[src/hdl/rv_mem_defines.svh]
`ifndef RV_MEM_DEFINES_SVH
`define RV_MEM_DEFINES_SVH

// Data path and address width of the core
`define RV_XLEN 32

// Data SRAM depth in 32-bit words
`define RV_DMEM_WORDS 256

// Word index bits into the data SRAM
// Must match the log2 of RV_DMEM_WORDS
`define RV_DMEM_AW 8

`endif

[src/hdl/rv_mem_pkg.sv]
`default_nettype none

`include "rv_mem_defines.svh"

package rv_mem_pkg;

  // JAL major opcode, used for return-stack push decode
  localparam logic [6:0] op_jal = 7'b1101111;
  // Canonical NOP (addi x0, x0, 0)
  localparam logic [31:0] op_nop = 32'h0000_0013;

  // Load and store width encodings
  localparam logic [2:0] f3_byte = 3'b000;
  localparam logic [2:0] f3_half = 3'b001;
  localparam logic [2:0] f3_word = 3'b010;
  localparam logic [2:0] f3_byte_u = 3'b100;
  localparam logic [2:0] f3_half_u = 3'b101;

  // Result source of the instruction in MEM
  // The M-unit slot carries the load data here
  typedef enum logic [2:0] {
    res_alu = 3'd0,
    res_mem = 3'd1,
    res_pc4 = 3'd2,
    res_tgt = 3'd3
  } res_sel_t;

  typedef enum logic [1:0] {
    trap_none = 2'd0,
    trap_ecall = 2'd1,
    trap_ill = 2'd2,
    trap_ldst_misalign = 2'd3
  } trap_code_t;

  // Everything the execute stage hands over
  typedef struct packed {
    logic valid;
    logic reg_write;
    logic mem_read;
    logic mem_write;
    res_sel_t res_sel;
    logic [2:0] funct3;
    logic [4:0] rd;
    logic [31:0] instr;
    logic [`RV_XLEN-1:0] alu_result;
    logic [`RV_XLEN-1:0] rs2_data;
    logic [`RV_XLEN-1:0] pc_plus4;
    logic [`RV_XLEN-1:0] jb_target;
    logic trap;
    trap_code_t trap_code;
  } mem_in_t;

  // Branch outcome and prediction made at fetch
  typedef struct packed {
    logic is_branch;
    logic is_jalr;
    logic branch_taken;
    logic pred_taken;
    logic [`RV_XLEN-1:0] pred_target;
  } bp_in_t;

  // MEM/WB payload
  typedef struct packed {
    logic reg_write;
    res_sel_t res_sel;
    logic [4:0] rd;
    logic [2:0] funct3;
    logic [`RV_XLEN-1:0] alu_result;
    logic [`RV_XLEN-1:0] pc_plus4;
    logic [`RV_XLEN-1:0] jb_target;
    logic [`RV_XLEN-1:0] load_data;
  } wb_out_t;

  typedef struct packed {
    logic mispredicted;
    logic jalr_mispredicted;
    logic [`RV_XLEN-1:0] target;
  } redirect_t;

  typedef struct packed {
    logic push;
    logic [`RV_XLEN-1:0] push_addr;
    logic pop;
  } ras_upd_t;

endpackage

`default_nettype wire

[src/hdl/rv_load_fmt.sv]
`timescale 1ns/1ps
`default_nettype none

`include "rv_mem_defines.svh"

module rv_load_fmt import rv_mem_pkg::*; (
  input logic [`RV_XLEN-1:0] rdata,
  input logic [1:0] byte_off,
  input logic [2:0] funct3,
  output logic [`RV_XLEN-1:0] data
);

  logic [7:0] lane_b;
  logic [15:0] lane_h;

  // Byte lane named by the low address bits
  assign lane_b = rdata[{byte_off, 3'b000} +: 8];

  // Halfword lane, bit 0 is known clear for legal accesses
  assign lane_h = byte_off[1] ? rdata[31:16] : rdata[15:0];

  always_comb begin
    case (funct3)
      f3_byte: begin
        // Sign from bit 7 of the lane
        data = {{(`RV_XLEN - 8){lane_b[7]}}, lane_b};
      end
      f3_byte_u: begin
        data = {{(`RV_XLEN - 8){1'b0}}, lane_b};
      end
      f3_half: begin
        // Sign from bit 15 of the lane
        data = {{(`RV_XLEN - 16){lane_h[15]}}, lane_h};
      end
      f3_half_u: begin
        data = {{(`RV_XLEN - 16){1'b0}}, lane_h};
      end
      default: begin
        // Full word, no extension
        data = rdata;
      end
    endcase
  end

endmodule

`default_nettype wire

[src/hdl/rv_pipe_reg.sv]
`timescale 1ns/1ps
`default_nettype none

// Generic stage register
// Payload type and reset value come in as parameters
module rv_pipe_reg #(
  parameter type payload_t = logic [31:0],
  parameter payload_t rst_val = '0
) (
  input logic clk,
  input logic rst_n,
  input logic stall,
  input payload_t d,
  output payload_t q
);

  always_ff @(posedge clk) begin
    if (!rst_n) begin
      q <= rst_val;
    end else if (!stall) begin
      // Advance only when downstream accepts
      q <= d;
    end
  end

endmodule

`default_nettype wire

[src/hdl/rv_redirect_check.sv]
`timescale 1ns/1ps
`default_nettype none

`include "rv_mem_defines.svh"

module rv_redirect_check import rv_mem_pkg::*; (
  input bp_in_t bp_in,
  input logic [`RV_XLEN-1:0] pc_plus4,
  input logic [`RV_XLEN-1:0] jb_target,
  input logic [31:0] instr,
  output redirect_t redirect,
  output ras_upd_t ras_upd
);

  logic branch_mispred;
  logic jalr_mispred;
  logic is_jal;
  logic [4:0] rd;

  // Branch outcome disagrees with the prediction
  assign branch_mispred = bp_in.is_branch && (bp_in.branch_taken != bp_in.pred_taken);

  // JALR needs both a taken prediction and the right target
  assign jalr_mispred = bp_in.is_jalr &&
                        (!bp_in.pred_taken || (bp_in.pred_target != jb_target));

  assign redirect.mispredicted = branch_mispred || jalr_mispred;
  assign redirect.jalr_mispredicted = jalr_mispred;

  // Predicted taken but fell through, so restart at the next PC
  assign redirect.target = (branch_mispred && !bp_in.branch_taken) ? pc_plus4 : jb_target;

  assign is_jal = (instr[6:0] == op_jal);
  assign rd = instr[11:7];

  // Calls push the return address, any JALR pops
  assign ras_upd.push = (is_jal || bp_in.is_jalr) && (rd != 5'd0);
  assign ras_upd.push_addr = pc_plus4;
  assign ras_upd.pop = bp_in.is_jalr;

endmodule

`default_nettype wire

[src/hdl/rv_stage_mem.sv]
`timescale 1ns/1ps
`default_nettype none

`include "rv_mem_defines.svh"

module rv_stage_mem import rv_mem_pkg::*; (
  input logic clk,
  input logic rst_n,
  input mem_in_t mem_in,
  input bp_in_t bp_in,
  input logic stall,
  input logic op_active,
  output logic dmem_ren,
  output logic [`RV_XLEN-1:0] dmem_raddr,
  input logic [`RV_XLEN-1:0] dmem_rdata,
  output logic dmem_we,
  output logic [`RV_XLEN-1:0] dmem_waddr,
  output logic [`RV_XLEN-1:0] dmem_wdata,
  output logic [3:0] dmem_wstrb,
  output logic [`RV_XLEN-1:0] result_mem,
  output redirect_t redirect,
  output ras_upd_t ras_upd,
  output wb_out_t wb_out,
  output logic valid_wb,
  output logic trap_wb,
  output trap_code_t trap_code_wb
);

  localparam wb_out_t wb_rst = '0;

  logic is_half;
  logic is_word;
  logic misalign;
  logic trap_any;
  trap_code_t trap_code_mem;
  logic st_en;
  logic [`RV_XLEN-1:0] load_data;
  wb_out_t wb_d;

  // Access size from funct3, signedness does not matter here
  assign is_half = (mem_in.funct3 == f3_half) || (mem_in.funct3 == f3_half_u);
  assign is_word = (mem_in.funct3 == f3_word);

  // Halfword needs bit 0 clear, word needs bits 1:0 clear
  assign misalign = (mem_in.mem_read || mem_in.mem_write) &&
                    ((is_half && mem_in.alu_result[0]) ||
                     (is_word && (mem_in.alu_result[1:0] != 2'b00)));

  // Execute trap or misalignment, the latter wins the code
  assign trap_any = mem_in.trap || misalign;
  assign trap_code_mem = misalign ? trap_ldst_misalign : mem_in.trap_code;

  // Memory port is quiet on any trap
  assign st_en = mem_in.mem_write && !trap_any;
  assign dmem_ren = mem_in.mem_read && !trap_any;
  assign dmem_we = st_en;
  // Word-aligned addresses, lanes picked by strobes
  assign dmem_raddr = {mem_in.alu_result[`RV_XLEN-1:2], 2'b00};
  assign dmem_waddr = {mem_in.alu_result[`RV_XLEN-1:2], 2'b00};

  rv_store_fmt u_store_fmt (
    .data(mem_in.rs2_data),
    .byte_off(mem_in.alu_result[1:0]),
    .funct3(mem_in.funct3),
    .mem_write(st_en),
    .wdata(dmem_wdata),
    .wstrb(dmem_wstrb)
  );

  // SRAM read is combinational, so loads format right here
  rv_load_fmt u_load_fmt (
    .rdata(dmem_rdata),
    .byte_off(mem_in.alu_result[1:0]),
    .funct3(mem_in.funct3),
    .data(load_data)
  );

  // Forwarding value for younger instructions
  always_comb begin
    case (mem_in.res_sel)
      res_mem: result_mem = load_data;
      res_pc4: result_mem = mem_in.pc_plus4;
      res_tgt: result_mem = mem_in.jb_target;
      default: result_mem = mem_in.alu_result;
    endcase
  end

  rv_redirect_check u_redirect_check (
    .bp_in(bp_in),
    .pc_plus4(mem_in.pc_plus4),
    .jb_target(mem_in.jb_target),
    .instr(mem_in.instr),
    .redirect(redirect),
    .ras_upd(ras_upd)
  );

  // WB payload, no register write behind a trap
  assign wb_d.reg_write = mem_in.reg_write && !trap_any;
  assign wb_d.res_sel = mem_in.res_sel;
  assign wb_d.rd = mem_in.rd;
  assign wb_d.funct3 = mem_in.funct3;
  assign wb_d.alu_result = mem_in.alu_result;
  assign wb_d.pc_plus4 = mem_in.pc_plus4;
  assign wb_d.jb_target = mem_in.jb_target;
  assign wb_d.load_data = load_data;

  rv_pipe_reg #(
    .payload_t(wb_out_t),
    .rst_val(wb_rst)
  ) u_wb_reg (
    .clk(clk),
    .rst_n(rst_n),
    .stall(stall),
    .d(wb_d),
    .q(wb_out)
  );

  // Valid and trap carry the multi-cycle rule
  always_ff @(posedge clk) begin
    if (!rst_n) begin
      valid_wb <= 1'b0;
      trap_wb <= 1'b0;
      trap_code_wb <= trap_none;
    end else if (!stall) begin
      valid_wb <= mem_in.valid;
      trap_wb <= trap_any;
      trap_code_wb <= trap_code_mem;
    end else if (op_active) begin
      // Execute busy, so retire nothing but keep the trap current
      valid_wb <= 1'b0;
      trap_wb <= trap_any;
      trap_code_wb <= trap_code_mem;
    end
  end

endmodule

`default_nettype wire

[src/hdl/rv_store_fmt.sv]
`timescale 1ns/1ps
`default_nettype none

`include "rv_mem_defines.svh"

module rv_store_fmt import rv_mem_pkg::*; (
  input logic [`RV_XLEN-1:0] data,
  input logic [1:0] byte_off,
  input logic [2:0] funct3,
  input logic mem_write,
  output logic [`RV_XLEN-1:0] wdata,
  output logic [3:0] wstrb
);

  logic [3:0] lane_mask;

  // Replicate the stored value so every lane carries it
  // The strobes then decide which lanes land in memory
  always_comb begin
    case (funct3)
      f3_byte: begin
        wdata = {4{data[7:0]}};
        lane_mask = 4'b0001 << byte_off;
      end
      f3_half: begin
        wdata = {2{data[15:0]}};
        // Upper or lower halfword by address bit 1
        lane_mask = byte_off[1] ? 4'b1100 : 4'b0011;
      end
      default: begin
        wdata = data;
        lane_mask = 4'b1111;
      end
    endcase
  end

  // No strobes without a store
  assign wstrb = mem_write ? lane_mask : 4'b0000;

endmodule

`default_nettype wire

[config.mk]
export PLATFORM = sky130hd
export DESIGN_NAME = rv_stage_mem
export DESIGN_NICKNAME = d
export VERILOG_FILES = /design/src/hdl/rv_mem_pkg.sv /design/src/hdl/rv_load_fmt.sv /design/src/hdl/rv_pipe_reg.sv /design/src/hdl/rv_redirect_check.sv /design/src/hdl/rv_stage_mem.sv /design/src/hdl/rv_store_fmt.sv
export VERILOG_INCLUDE_DIRS = /design/src /design/src/hdl
export SDC_FILE = /design/constraint.sdc
export NUM_CORES = 1
export LEC_CHECK = 0
export ABC_AREA = 0
export CAP_MARGIN = 20
export CORE_AREA = 2 2 233 235
export CTS_BUF_LIST = sky130_fd_sc_hd__clkbuf_8
export CTS_CLUSTER_SIZE = 28
export DETAILED_ROUTE_END_ITERATION = 6
export DIE_AREA = 0 0 235 237
export DONT_BUFFER_PORTS = 1
export PLACE_DENSITY = 0.32
export SLEW_MARGIN = 20
export SYNTH_ARGS = -nofsm -noshare
export SYNTH_HDL_FRONTEND = slang
export SYNTH_HIERARCHICAL = 1
export SYNTH_SLANG_ARGS = --single-unit
export TNS_END_PERCENT = 20
[constraint.sdc]
create_clock -name clk -period 1.75 [get_ports clk]
set_input_delay 0.175 -clock clk [delete_from_list [all_inputs] [get_ports clk]]
set_output_delay 0.175 -clock clk [all_outputs]
set_load 0.01 [all_outputs]
==> results of run 1 <==
-- layout by cell type (no fill, tap or decap), drive strengths merged, types with 5 or more instances in the layout --
| master | instances |
|---|---|
| a21oi | 52 |
| a221o | 6 |
| a22oi | 33 |
| a2bb2oi | 20 |
| buf | 66 |
| clkbuf | 19 |
| dfxtp | 144 |
| dlygate4sd3 | 233 |
| inv | 13 |
| mux2 | 85 |
| mux2i | 154 |
| nand2 | 5 |
| nand4 | 6 |
| nor2 | 18 |
| nor2b | 186 |
| nor3b | 5 |
| o21ai | 39 |
| o221ai | 6 |
| xnor2 | 28 |
-- Yosys cell counts (14+ instances only) --
cell       instances  area share, %
o21ai_1           30            1.5
a21oi_1           52            2.6
a22oi_2           28            3.5
a2bb2oi_2         14            2.1
dfxtp_1          144             29
buf_4            115            8.7
mux2_4            29            4.4
nor2_1            17           0.64
xnor2_1           28            2.5
mux2_2            56            6.3
buf_2             17           0.85
clkbuf_1          24           0.91
nor2b_1          186             12
mux2i_1          154             15
-- where the power goes --
| group | internal, µW | switching [µW] |
|---|---|---|
| clock network | 1350 | 1710 |
| registers | 3480 | 279 |
| logic | 1350 | 1000 |
| total | 6190 | 2990 |
-- routing by layer --
metal	track usage [%]	wire (µm)	part of all wire [%]
met1	18.5	18900	40
met4	7.21	1670	3.5
met3	5.46	3620	7.6
met2	28.4	23200	49
met5	0	0	0
-- critical path, delay by kind of cell --
family / cells / cell delay (ps)
AOI/OAI and AO/OA: 4 / 590
buffers and inverters: 3 / 500
muxes: 1 / 300
-- flip-flops by register name, indices dropped and copies added, names as in the netlist --
name / cells
trap_code_wb: 2
trap_wb: 1
u_wb_reg/q: 140
valid_wb: 1
-- path summary, 6_finish.rpt --
| kind | startpoint | to | slack, ps | cells past startpoint |
|---|---|---|---|---|
| worst min register to register | u_wb_reg/q[63] | u_wb_reg/q[63] | 580 | 2 |
| worst max register to register | u_wb_reg/q[79] | u_wb_reg/q[79] | 400 | 3 |
| worst max-delay path | mem_in[99] | result_mem[9] | -10 | 8 |
| worst min-delay path | dmem_rdata[17] | u_wb_reg/q[17] | 10 | 3 |
-- metrics by stage --
step | setup TNS, ps | cells | power, µW
final | -29.7 | 1867 | 9180
after global placement | -525 | 1592 | 5510
after floorplan | 0 | 1012 | 5380
after global routing | -717 | 1867 | 9640
after CTS | -141 | 1861 | 9320
after detailed placement | -589 | 1592 | 5510
-- cell families after synthesis --
logic type	after synthesis	share of synthesized area, %
muxes	239	26.2
and+or+nand+nor	239	14.8
buffers and inverters	181	13.3
AOI/OAI and AO/OA	173	13.9
DFF	144	29.0
xor gates and xnor gates	32	2.82
other	1	0.0377
-- repair_timing --
action,4_1_cts,5_1_grt
hold buffers,235,0
endpoints found under the setup margin,7,11
gates resized for setup,7,27
pin swaps,0,2
gates cloned,0,1
setup buffers,2,4
endpoints found under the hold margin,144,0
-- cell type report --
cell class	instances	area, µm²
fillers	5760	40200
multi-input cells	687	5930
repair buffers	300	2950
flip-flops and latches	144	2880
well taps	696	871
clock buffers	18	248
clock inverters	14	168
inverters	6	22.5
diodes	2	5.00
==> reports/results.ini, run 1 <==
[status]
run_status=complete, but fails checks
violated_checks=setup timing

[cells_and_area]
final_layout_size_suffix_gt1_share_pct=22.4
synthToLayoutAreaGrowth_pct=31.4
utilization_after_layout_pct=24.5
layout.nets=1406
final_cell_area_um2=13100

[global_routing]
gr-usage-all-layers_pct=16.5
grt_first_pass_wirelength_um=65000
antenna_violations_before_repair=1
grt.overflow.total=0
vias_in_the_first_global_route=8473
grt_max_degree=145

[clocking]
cts_buffers=17
path_clk_slew_ps=90
cts.path.max_buffers=2
tritoncts=done
htree_num_levels=4
cts_sinks=144
cts-root-buf=clkbuf_8
clock_latency_ps=540

[routing]
dr_total_vias=8166
drc_violation_count_after_routing=0
wirelength_um=47400
detailedRoute.firstIterationViolations=288
route.detailed.wl_per_inst_um=25.4
post_drt_via_cell_ratio=4.37
detailedRoute.firstPassIterationCount=4
ant_nets=0

[synth]
async_flop_share_pct=0
mean_instance_size_in_the_synthesized_netlist_um2=9.86
synth_top_flop_cell=dfxtp_1
synth_cell_type_count=55
yosys_register_bits=144
cells_after_synth=1009
number_of_flops_mapped_to_enable_cells_by_yosys=0
synthesis.area_um2=9950
synth-seq-area-share_pct=29.0
warning_count_from_the_yosys_run=6

[placed_design]
numPortBuffers=0
finalWeightedCongestion=0.738
placement.cell_area_um2=10000
hpwlAfterDp_um=33300
pre_cts_slack_ps=-234

[worst_setup_path]
crit_top_cell=buf_4
critical_path.cell_chain=mux2_4 > a22oi_4 > buf_6 > o221ai_1 > buf_4 > a21oi_2 > o21ai_1 > buf_4
arrival_ps=1590
worstSetupEndpointType=primary output
worst_setup_path_start_kind=input port
crit_fanout=15
slowest_stage=a22oi_4
criticalPathCategory=input port to primary output
slowest_delay_ps=310
critPathRequiredTime_ps=1570

[timing]
timing.final.ws_setup_ps=-11.9
fin_worst_hold_slack_ps=9.72
worst_clock_skew_ps=0
rsz0062_at_grt=yes
final_period_minus_worst_setup_slack_ps=1760
final-hold-violation-count=0
report.final.setup_viol=3
worst_max_slew_margin_expressed_relative_to_the_limit_pct=60.3
worst_slew_pin_slew_ps=594
slew_violations=0
max_freq_mhz=568
fin_crit_sh_pct=101

[pwr]
static-leakage-power_uw=0.00501
powerDensity_nw_per_um2=702
irDropWorstVdd_mv=0.426

[hold_path]
min_path_type=input port to flip-flop

[die]
die_width_um=235
die_area_um2=55700
design.portCount=596
core_area_um2=53300
initial_utilization_pct=18.7
core.rowCount=85
floorplan.die.height_um=237

[flow_run]
timing.max_cap.violations=0

No activity file was read; power rests on OpenSTA's default activity.
==> inputs of run 2 (changes only) <==
--- a/config.mk
+++ b/config.mk
@@ -8,13 +8,14 @@
 export LEC_CHECK = 0
 export ABC_AREA = 0
 export CAP_MARGIN = 20
-export CORE_AREA = 2 2 233 235
+export CORE_AREA = 2 2 235 237
 export CTS_BUF_LIST = sky130_fd_sc_hd__clkbuf_8
 export CTS_CLUSTER_SIZE = 28
 export DETAILED_ROUTE_END_ITERATION = 6
-export DIE_AREA = 0 0 235 237
+export DIE_AREA = 0 0 237 239
 export DONT_BUFFER_PORTS = 1
-export PLACE_DENSITY = 0.32
+export HOLD_SLACK_MARGIN = 0.05
+export PLACE_DENSITY = 0.31
 export SLEW_MARGIN = 20
 export SYNTH_ARGS = -nofsm -noshare
 export SYNTH_HDL_FRONTEND = slang
==> reports/results.ini, run 2 (same netlist as run 1, synthesis figures left out) <==
[status]
run_status=complete, but fails checks
violated_checks=setup timing

[worst_setup_path]
slowest_delay_ps=270  ; -40 ps
slowest_stage=a2bb2oi_2
worstPathBufferInverterCount=4  ; +1
path_delay_family=buffers and inverters
arrival_ps=1590  ; about the same
critPathRequiredTime_ps=1570  ; about the same
setup.reg_to_reg.worst_slack_ps=430  ; +30 ps
worst_setup_path_startpoint=mem_in[168]
worst_setup_path_start_kind=input port
crit_fanout=26  ; +11
reg_to_reg_critical_path_startpoint=u_wb_reg/q[12]
criticalPathCategory=input port to primary output
worstSetupEndpointType=primary output
critical_path.cell_chain=nor3_1 > buf_4 > a22oi_4 > buf_12 > buf_12 > a2bb2oi_2 > buf_4 > a21oi_1 > o21ai_2

[placed_design]
numPortBuffers=0  ; unchanged
finalWeightedCongestion=0.747  ; +1.2%
hpwlAfterDp_um=33300  ; about the same
pre_cts_slack_ps=-226  ; +8.46 ps

[timing]
worst_slew_pin_slew_ps=614  ; +19.9 ps
report.final.setup_viol=4  ; +1
timing.final.ws_setup_ps=-16.9  ; -4.96 ps
rsz0062_at_grt=yes
fin_worst_hold_slack_ps=129  ; +119 ps
fin_crit_sh_pct=101  ; +0.28 points
worst_clock_skew_ps=0  ; unchanged
final-hold-violation-count=0  ; unchanged
worst_max_slew_margin_expressed_relative_to_the_limit_pct=59.1  ; -1.2 points
max_freq_mhz=566  ; -0.28%
slew_violations=0  ; unchanged
final_period_minus_worst_setup_slack_ps=1770  ; +4.96 ps

[cells_and_area]
layout.nets=1413  ; +0.50%
register_with_the_most_flip_flops=u_wb_reg/q
final_cell_mix=dlygate4sd3_1, nor2b_1, mux2i_1
largest_reg_flops=140  ; unchanged
synthToLayoutAreaGrowth_pct=31.7
final_layout_size_suffix_gt1_share_pct=21.3  ; -1.2 points
reg.largest.list=u_wb_reg/q (140), trap_code_wb (2)
layout_commonest_cell=dlygate4sd3_1

[routing]
dr_total_vias=8238  ; +0.88%
post_drt_via_cell_ratio=4.37  ; about the same
ant_nets=0  ; unchanged
wirelength_um=48500  ; +2.2%
detailedRoute.firstIterationViolations=259  ; -10%
detailedRoute.firstPassIterationCount=5  ; +1
route.detailed.wl_per_inst_um=25.7  ; +1.3%
drc_violation_count_after_routing=0  ; unchanged

[die]
design.portCount=596  ; unchanged
core.rowCount=86  ; +1.2%
initial_utilization_pct=18.3  ; -0.36 points
die_width_um=237  ; +0.85%
die_area_um2=56600  ; +1.7%
floorplan.die.height_um=239  ; +0.84%
core_area_um2=54300  ; +2.0%

[flow_run]
timing.max_cap.violations=0  ; unchanged

[clocking]
cts_sinks=144  ; unchanged
htree_num_levels=4  ; unchanged
cts_buffers=17  ; unchanged
tritoncts=done
cts.path.max_buffers=2  ; unchanged
cts-root-buf=clkbuf_8
path_clk_slew_ps=80  ; about the same
clock_latency_ps=540  ; about the same

[global_routing]
grt.overflow.total=0  ; unchanged
grt_first_pass_wirelength_um=66300  ; +2.0%
gr-usage-all-layers_pct=16.7  ; +0.20 points
vias_in_the_first_global_route=8635  ; +1.9%
antenna_violations_before_repair=3  ; +2
grt_max_degree=144  ; -0.69%

[pwr]
irDropWorstVdd_mv=0.505  ; +19%
static-leakage-power_uw=0.00503  ; +0.24%
powerDensity_nw_per_um2=683  ; -2.8%
design_power_total_uw=8950  ; -2.5%

[hold_path]
min_path_type=input port to flip-flop
worst_hold_startpoint=dmem_rdata[4]

[run 2: changes by cell type in the layout (fill, tap and decap cells not counted), moves of 3 or more]
| cell | change |
|---|---|
| diode_2 | +3 |
| buf_6 | -3 |
| o21ai_1 | -5 |
| o221ai_2 | -3 |
| o21ai_2 | +4 |
| dlygate4sd3_1 | +10 |
| a21oi_2 | -9 |
| a21oi_1 | +9 |
[run 2: tightest hold or removal path: cells and delay by family]
kind	cells	cell delay, ps
multiplexers	1	60
AO/OA/AOI/OAI	1	100
buffers and inverters	1	160
AND/OR/NAND/NOR	2	120
[run 2: final timing paths]
check	endpoint	cells past startpoint
max	result_mem[16]	9
min	u_wb_reg/q[4]	5
max reg2reg	u_wb_reg/q[12]	3
min reg2reg	u_wb_reg/q[39]	2
[run 2: layout make-up]
class,instances,area [µm²]
Sequential cell,144,2880
Timing Repair Buffer,307,3040
Antenna cell,5,12.5
Clock inverter,13,124
Clock buffer,19,262
Fill cell,5907,41200
Inverter,6,22.5
Multi-Input combinational cell,687,5890
Tap cell,704,881
[run 2: layer usage]
metal / part of all wire [%] / global-route usage, % / up-vias
met5: 0 / 0 / -
met4: 2.2 / 5.60 / 0
met3: 7.8 / 5.96 / 51
met2: 49 / 28.9 / 386
met1: 41 / 18.9 / 4049
li1: - / - / 3752
[run 2: repair_timing]
action                                 4_1_cts  5_1_grt
hold buffers                               245        0
buffers inserted                             0        3
endpoints found under the hold margin      144        0
cloned                                       0        1
pin swaps                                    0        1
gates resized for setup                      8       12
setup endpoints to repair                    6       11
[run 2: power breakdown]
part | internal, µW | leakage (µW) | switching, µW
combinational | 1370 | 0.00365 | 994
clock | 1220 | 0.000190 | 1610
sequential | 3480 | 0.00119 | 275
[run 2: stage by stage]
stage               instance area [µm²]  utilization (%)  setup TNS [ps]  std cells
global route                      13100             24.1            -700       1883
floorplan                          9960                -               0       1012
CTS                               13000             23.9           -57.4       1876
detailed placement                10000             18.5            -553       1599
global placement                  10000             18.5            -635       1599
finish                            13100             24.1           -41.5       1885
==> inputs of run 3 (changes only) <==
--- a/config.mk
+++ b/config.mk
@@ -7,15 +7,15 @@
 export NUM_CORES = 1
 export LEC_CHECK = 0
 export ABC_AREA = 0
+export BUFFER_PORTS_ARGS = -buffer_cell sky130_fd_sc_hd__buf_2
 export CAP_MARGIN = 20
 export CORE_AREA = 2 2 235 237
 export CTS_BUF_LIST = sky130_fd_sc_hd__clkbuf_8
 export CTS_CLUSTER_SIZE = 28
 export DETAILED_ROUTE_END_ITERATION = 6
 export DIE_AREA = 0 0 237 239
-export DONT_BUFFER_PORTS = 1
 export HOLD_SLACK_MARGIN = 0.05
-export PLACE_DENSITY = 0.31
+export PLACE_DENSITY = 0.41
 export SLEW_MARGIN = 20
 export SYNTH_ARGS = -nofsm -noshare
 export SYNTH_HDL_FRONTEND = slang
==> reports/results.ini, run 3 (same netlist as run 1, synthesis figures left out) <==
[cells_and_area]
largest_reg_flops=140  ; unchanged
utilization_after_layout_pct=29.3  ; +5.1 points
n_fill_cell=5829  ; -1.3%
reg.largest.list=u_wb_reg/q (140), trap_code_wb (2)
final_cell_mix=buf_2, nor2b_1, mux2i_1
final_layout_size_suffix_gt1_share_pct=54.7  ; +33 points
final_cell_area_um2=15900  ; +21%
synthToLayoutAreaGrowth_pct=59.8
layout_commonest_cell=buf_2
layout.nets=1922  ; +36%
register_with_the_most_flip_flops=u_wb_reg/q
final_std_cells_w_o_fill=2391  ; +27%

[die]
core.rowCount=86  ; unchanged
die_width_um=237  ; unchanged
design.portCount=596  ; unchanged
die_area_um2=56600  ; unchanged
initial_utilization_pct=18.3  ; unchanged
floorplan.die.height_um=239  ; unchanged
core_area_um2=54300  ; unchanged

[placed_design]
pre_cts_slack_ps=-291  ; -64.7 ps
finalWeightedCongestion=0.852  ; +14%
numPortBuffers=571  ; +571
placement.cell_area_um2=13500  ; +35%
placedCellCount=2232  ; +40%
hpwlAfterDp_um=39800  ; +19%

[clocking]
path_clk_slew_ps=90  ; about the same
tritoncts=done
clock_latency_ps=550  ; about the same
cts_buffers=17  ; unchanged
htree_num_levels=4  ; unchanged
cts.path.max_buffers=2  ; unchanged
cts_sinks=144  ; unchanged
cts-root-buf=clkbuf_8

[worst_setup_path]
crit_fanout=8  ; -69%
criticalPathCategory=input port to primary output
worst_setup_path_start_kind=input port
crit_top_cell=buf_12
critical_path.cell_chain=buf_12 > mux2_4 > a22oi_4 > buf_12 > buf_12 > a2bb2oi_4 > a21oi_2 > o21ai_1 > buf_2
worstSetupEndpointType=primary output
arrival_ps=1690  ; +100 ps
slowest_stage=mux2_4
critPathRequiredTime_ps=1570  ; about the same
slowest_delay_ps=310  ; +40 ps

[timing]
report.final.setup_viol=28  ; +24
fin_crit_sh_pct=107  ; +5.7 points
tns_ps=-1910  ; -1870 ps
final-hold-violation-count=0  ; unchanged
max_freq_mhz=536  ; -5.4%
rsz0062_at_grt=yes
timing.final.ws_setup_ps=-117  ; -100 ps
worst_slew_pin_slew_ps=579  ; -34.7 ps
worst_max_slew_margin_expressed_relative_to_the_limit_pct=61.2  ; +2.2 points
worst_clock_skew_ps=0  ; unchanged
final_period_minus_worst_setup_slack_ps=1870  ; +100 ps
slew_violations=0  ; unchanged

[routing]
ant_nets=0  ; unchanged
drc_violation_count_after_routing=0  ; unchanged
route.detailed.wl_per_inst_um=21.4  ; -17%
detailedRoute.firstPassIterationCount=4  ; -1
post_drt_via_cell_ratio=4.19  ; -4.1%
wirelength_um=51100  ; +5.4%
dr_total_vias=10021  ; +22%
detailedRoute.firstIterationViolations=323  ; +25%

[status]
violated_checks=setup timing
run_status=complete, but fails checks

[global_routing]
most_heavily_used_metal_layer_in_global_routing=met2
grt_use_met2_pct=31.0  ; +2.1 points
grt_first_pass_wirelength_um=70400  ; +6.1%
grt.overflow.total=0  ; unchanged
antenna_violations_before_repair=11  ; +8
gr-usage-all-layers_pct=17.5  ; +0.81 points
met1_usage_pct=19.8  ; +0.81 points
vias_in_the_first_global_route=10010  ; +16%
grt_max_degree=62  ; -57%
use_met3_pct=5.10  ; -0.85 points

[flow_run]
timing.max_cap.violations=0  ; unchanged

[pwr]
powerDensity_nw_per_um2=667  ; -2.2%
static-leakage-power_uw=0.00755  ; +50%
irDropWorstVdd_mv=0.439  ; -13%

[hold_path]
min_path_type=input port to flip-flop

[run 3: layout make-up]
cell class / instances / area (µm²) / area share [%]
clock inverter: 12 / 206 / 1.30
multi-input combinational: 688 / 6270 / 39.5
sequential: 144 / 2880 / 18.1
tap: 704 / 881 / 5.54
inverter: 6 / 27.5 / 0.173
timing repair buffer: 815 / 5360 / 33.7
antenna: 3 / 7.51 / 0.0472
clock buffer: 19 / 262 / 1.64
[run 3: routing by layer]
metal	vias up	wire length (µm)
met2	434	25400
met3	63	3330
li1	4775	-
met1	4739	20700
met4	10	1590
met5	-	61
[run 3: what timing repair did]
item | in CTS | in global routing
setup endpoints to repair | 37 | 39
pin swaps | 21 | 16
hold endpoints to repair | 115 | 0
buffers inserted | 4 | 8
gates resized for setup | 80 | 41
gates cloned | 1 | 0
hold buffers | 116 | 0
[run 3: path summary, 6_finish.rpt]
check | startpoint | to | slack (ps) | cells after the start
max | mem_in[99] | result_mem[30] | -120 | 9
min | stall | u_wb_reg/q[5] | 80 | 3
max reg2reg | trap_code_wb[1] | trap_code_wb[1] | 530 | 3
min reg2reg | u_wb_reg/q[18] | u_wb_reg/q[18] | 520 | 2
[run 3: critical path, delay by kind of cell]
kind            cells  cell delay (ps)
compound gates      4              580
buf+inv             4              610
mux                 1              310
[run 3: stage by stage]
step	power [µW]	hold WS, ps
3_3_place_gp	6900	434
4_1_cts	10800	60.0
6_report	10600	81.5
3_5_place_dp	6920	439
5_1_grt	11100	62.8
2_1_floorplan	5380	313
[run 3: where the power goes]
group | internal (µW) | leakage, µW | switching [µW]
sequential | 3480 | 0.00119 | 98.5
combinational | 1790 | 0.00613 | 1880
clock | 1770 | 0.000233 | 1590
total | 7040 | 0.00755 | 3570
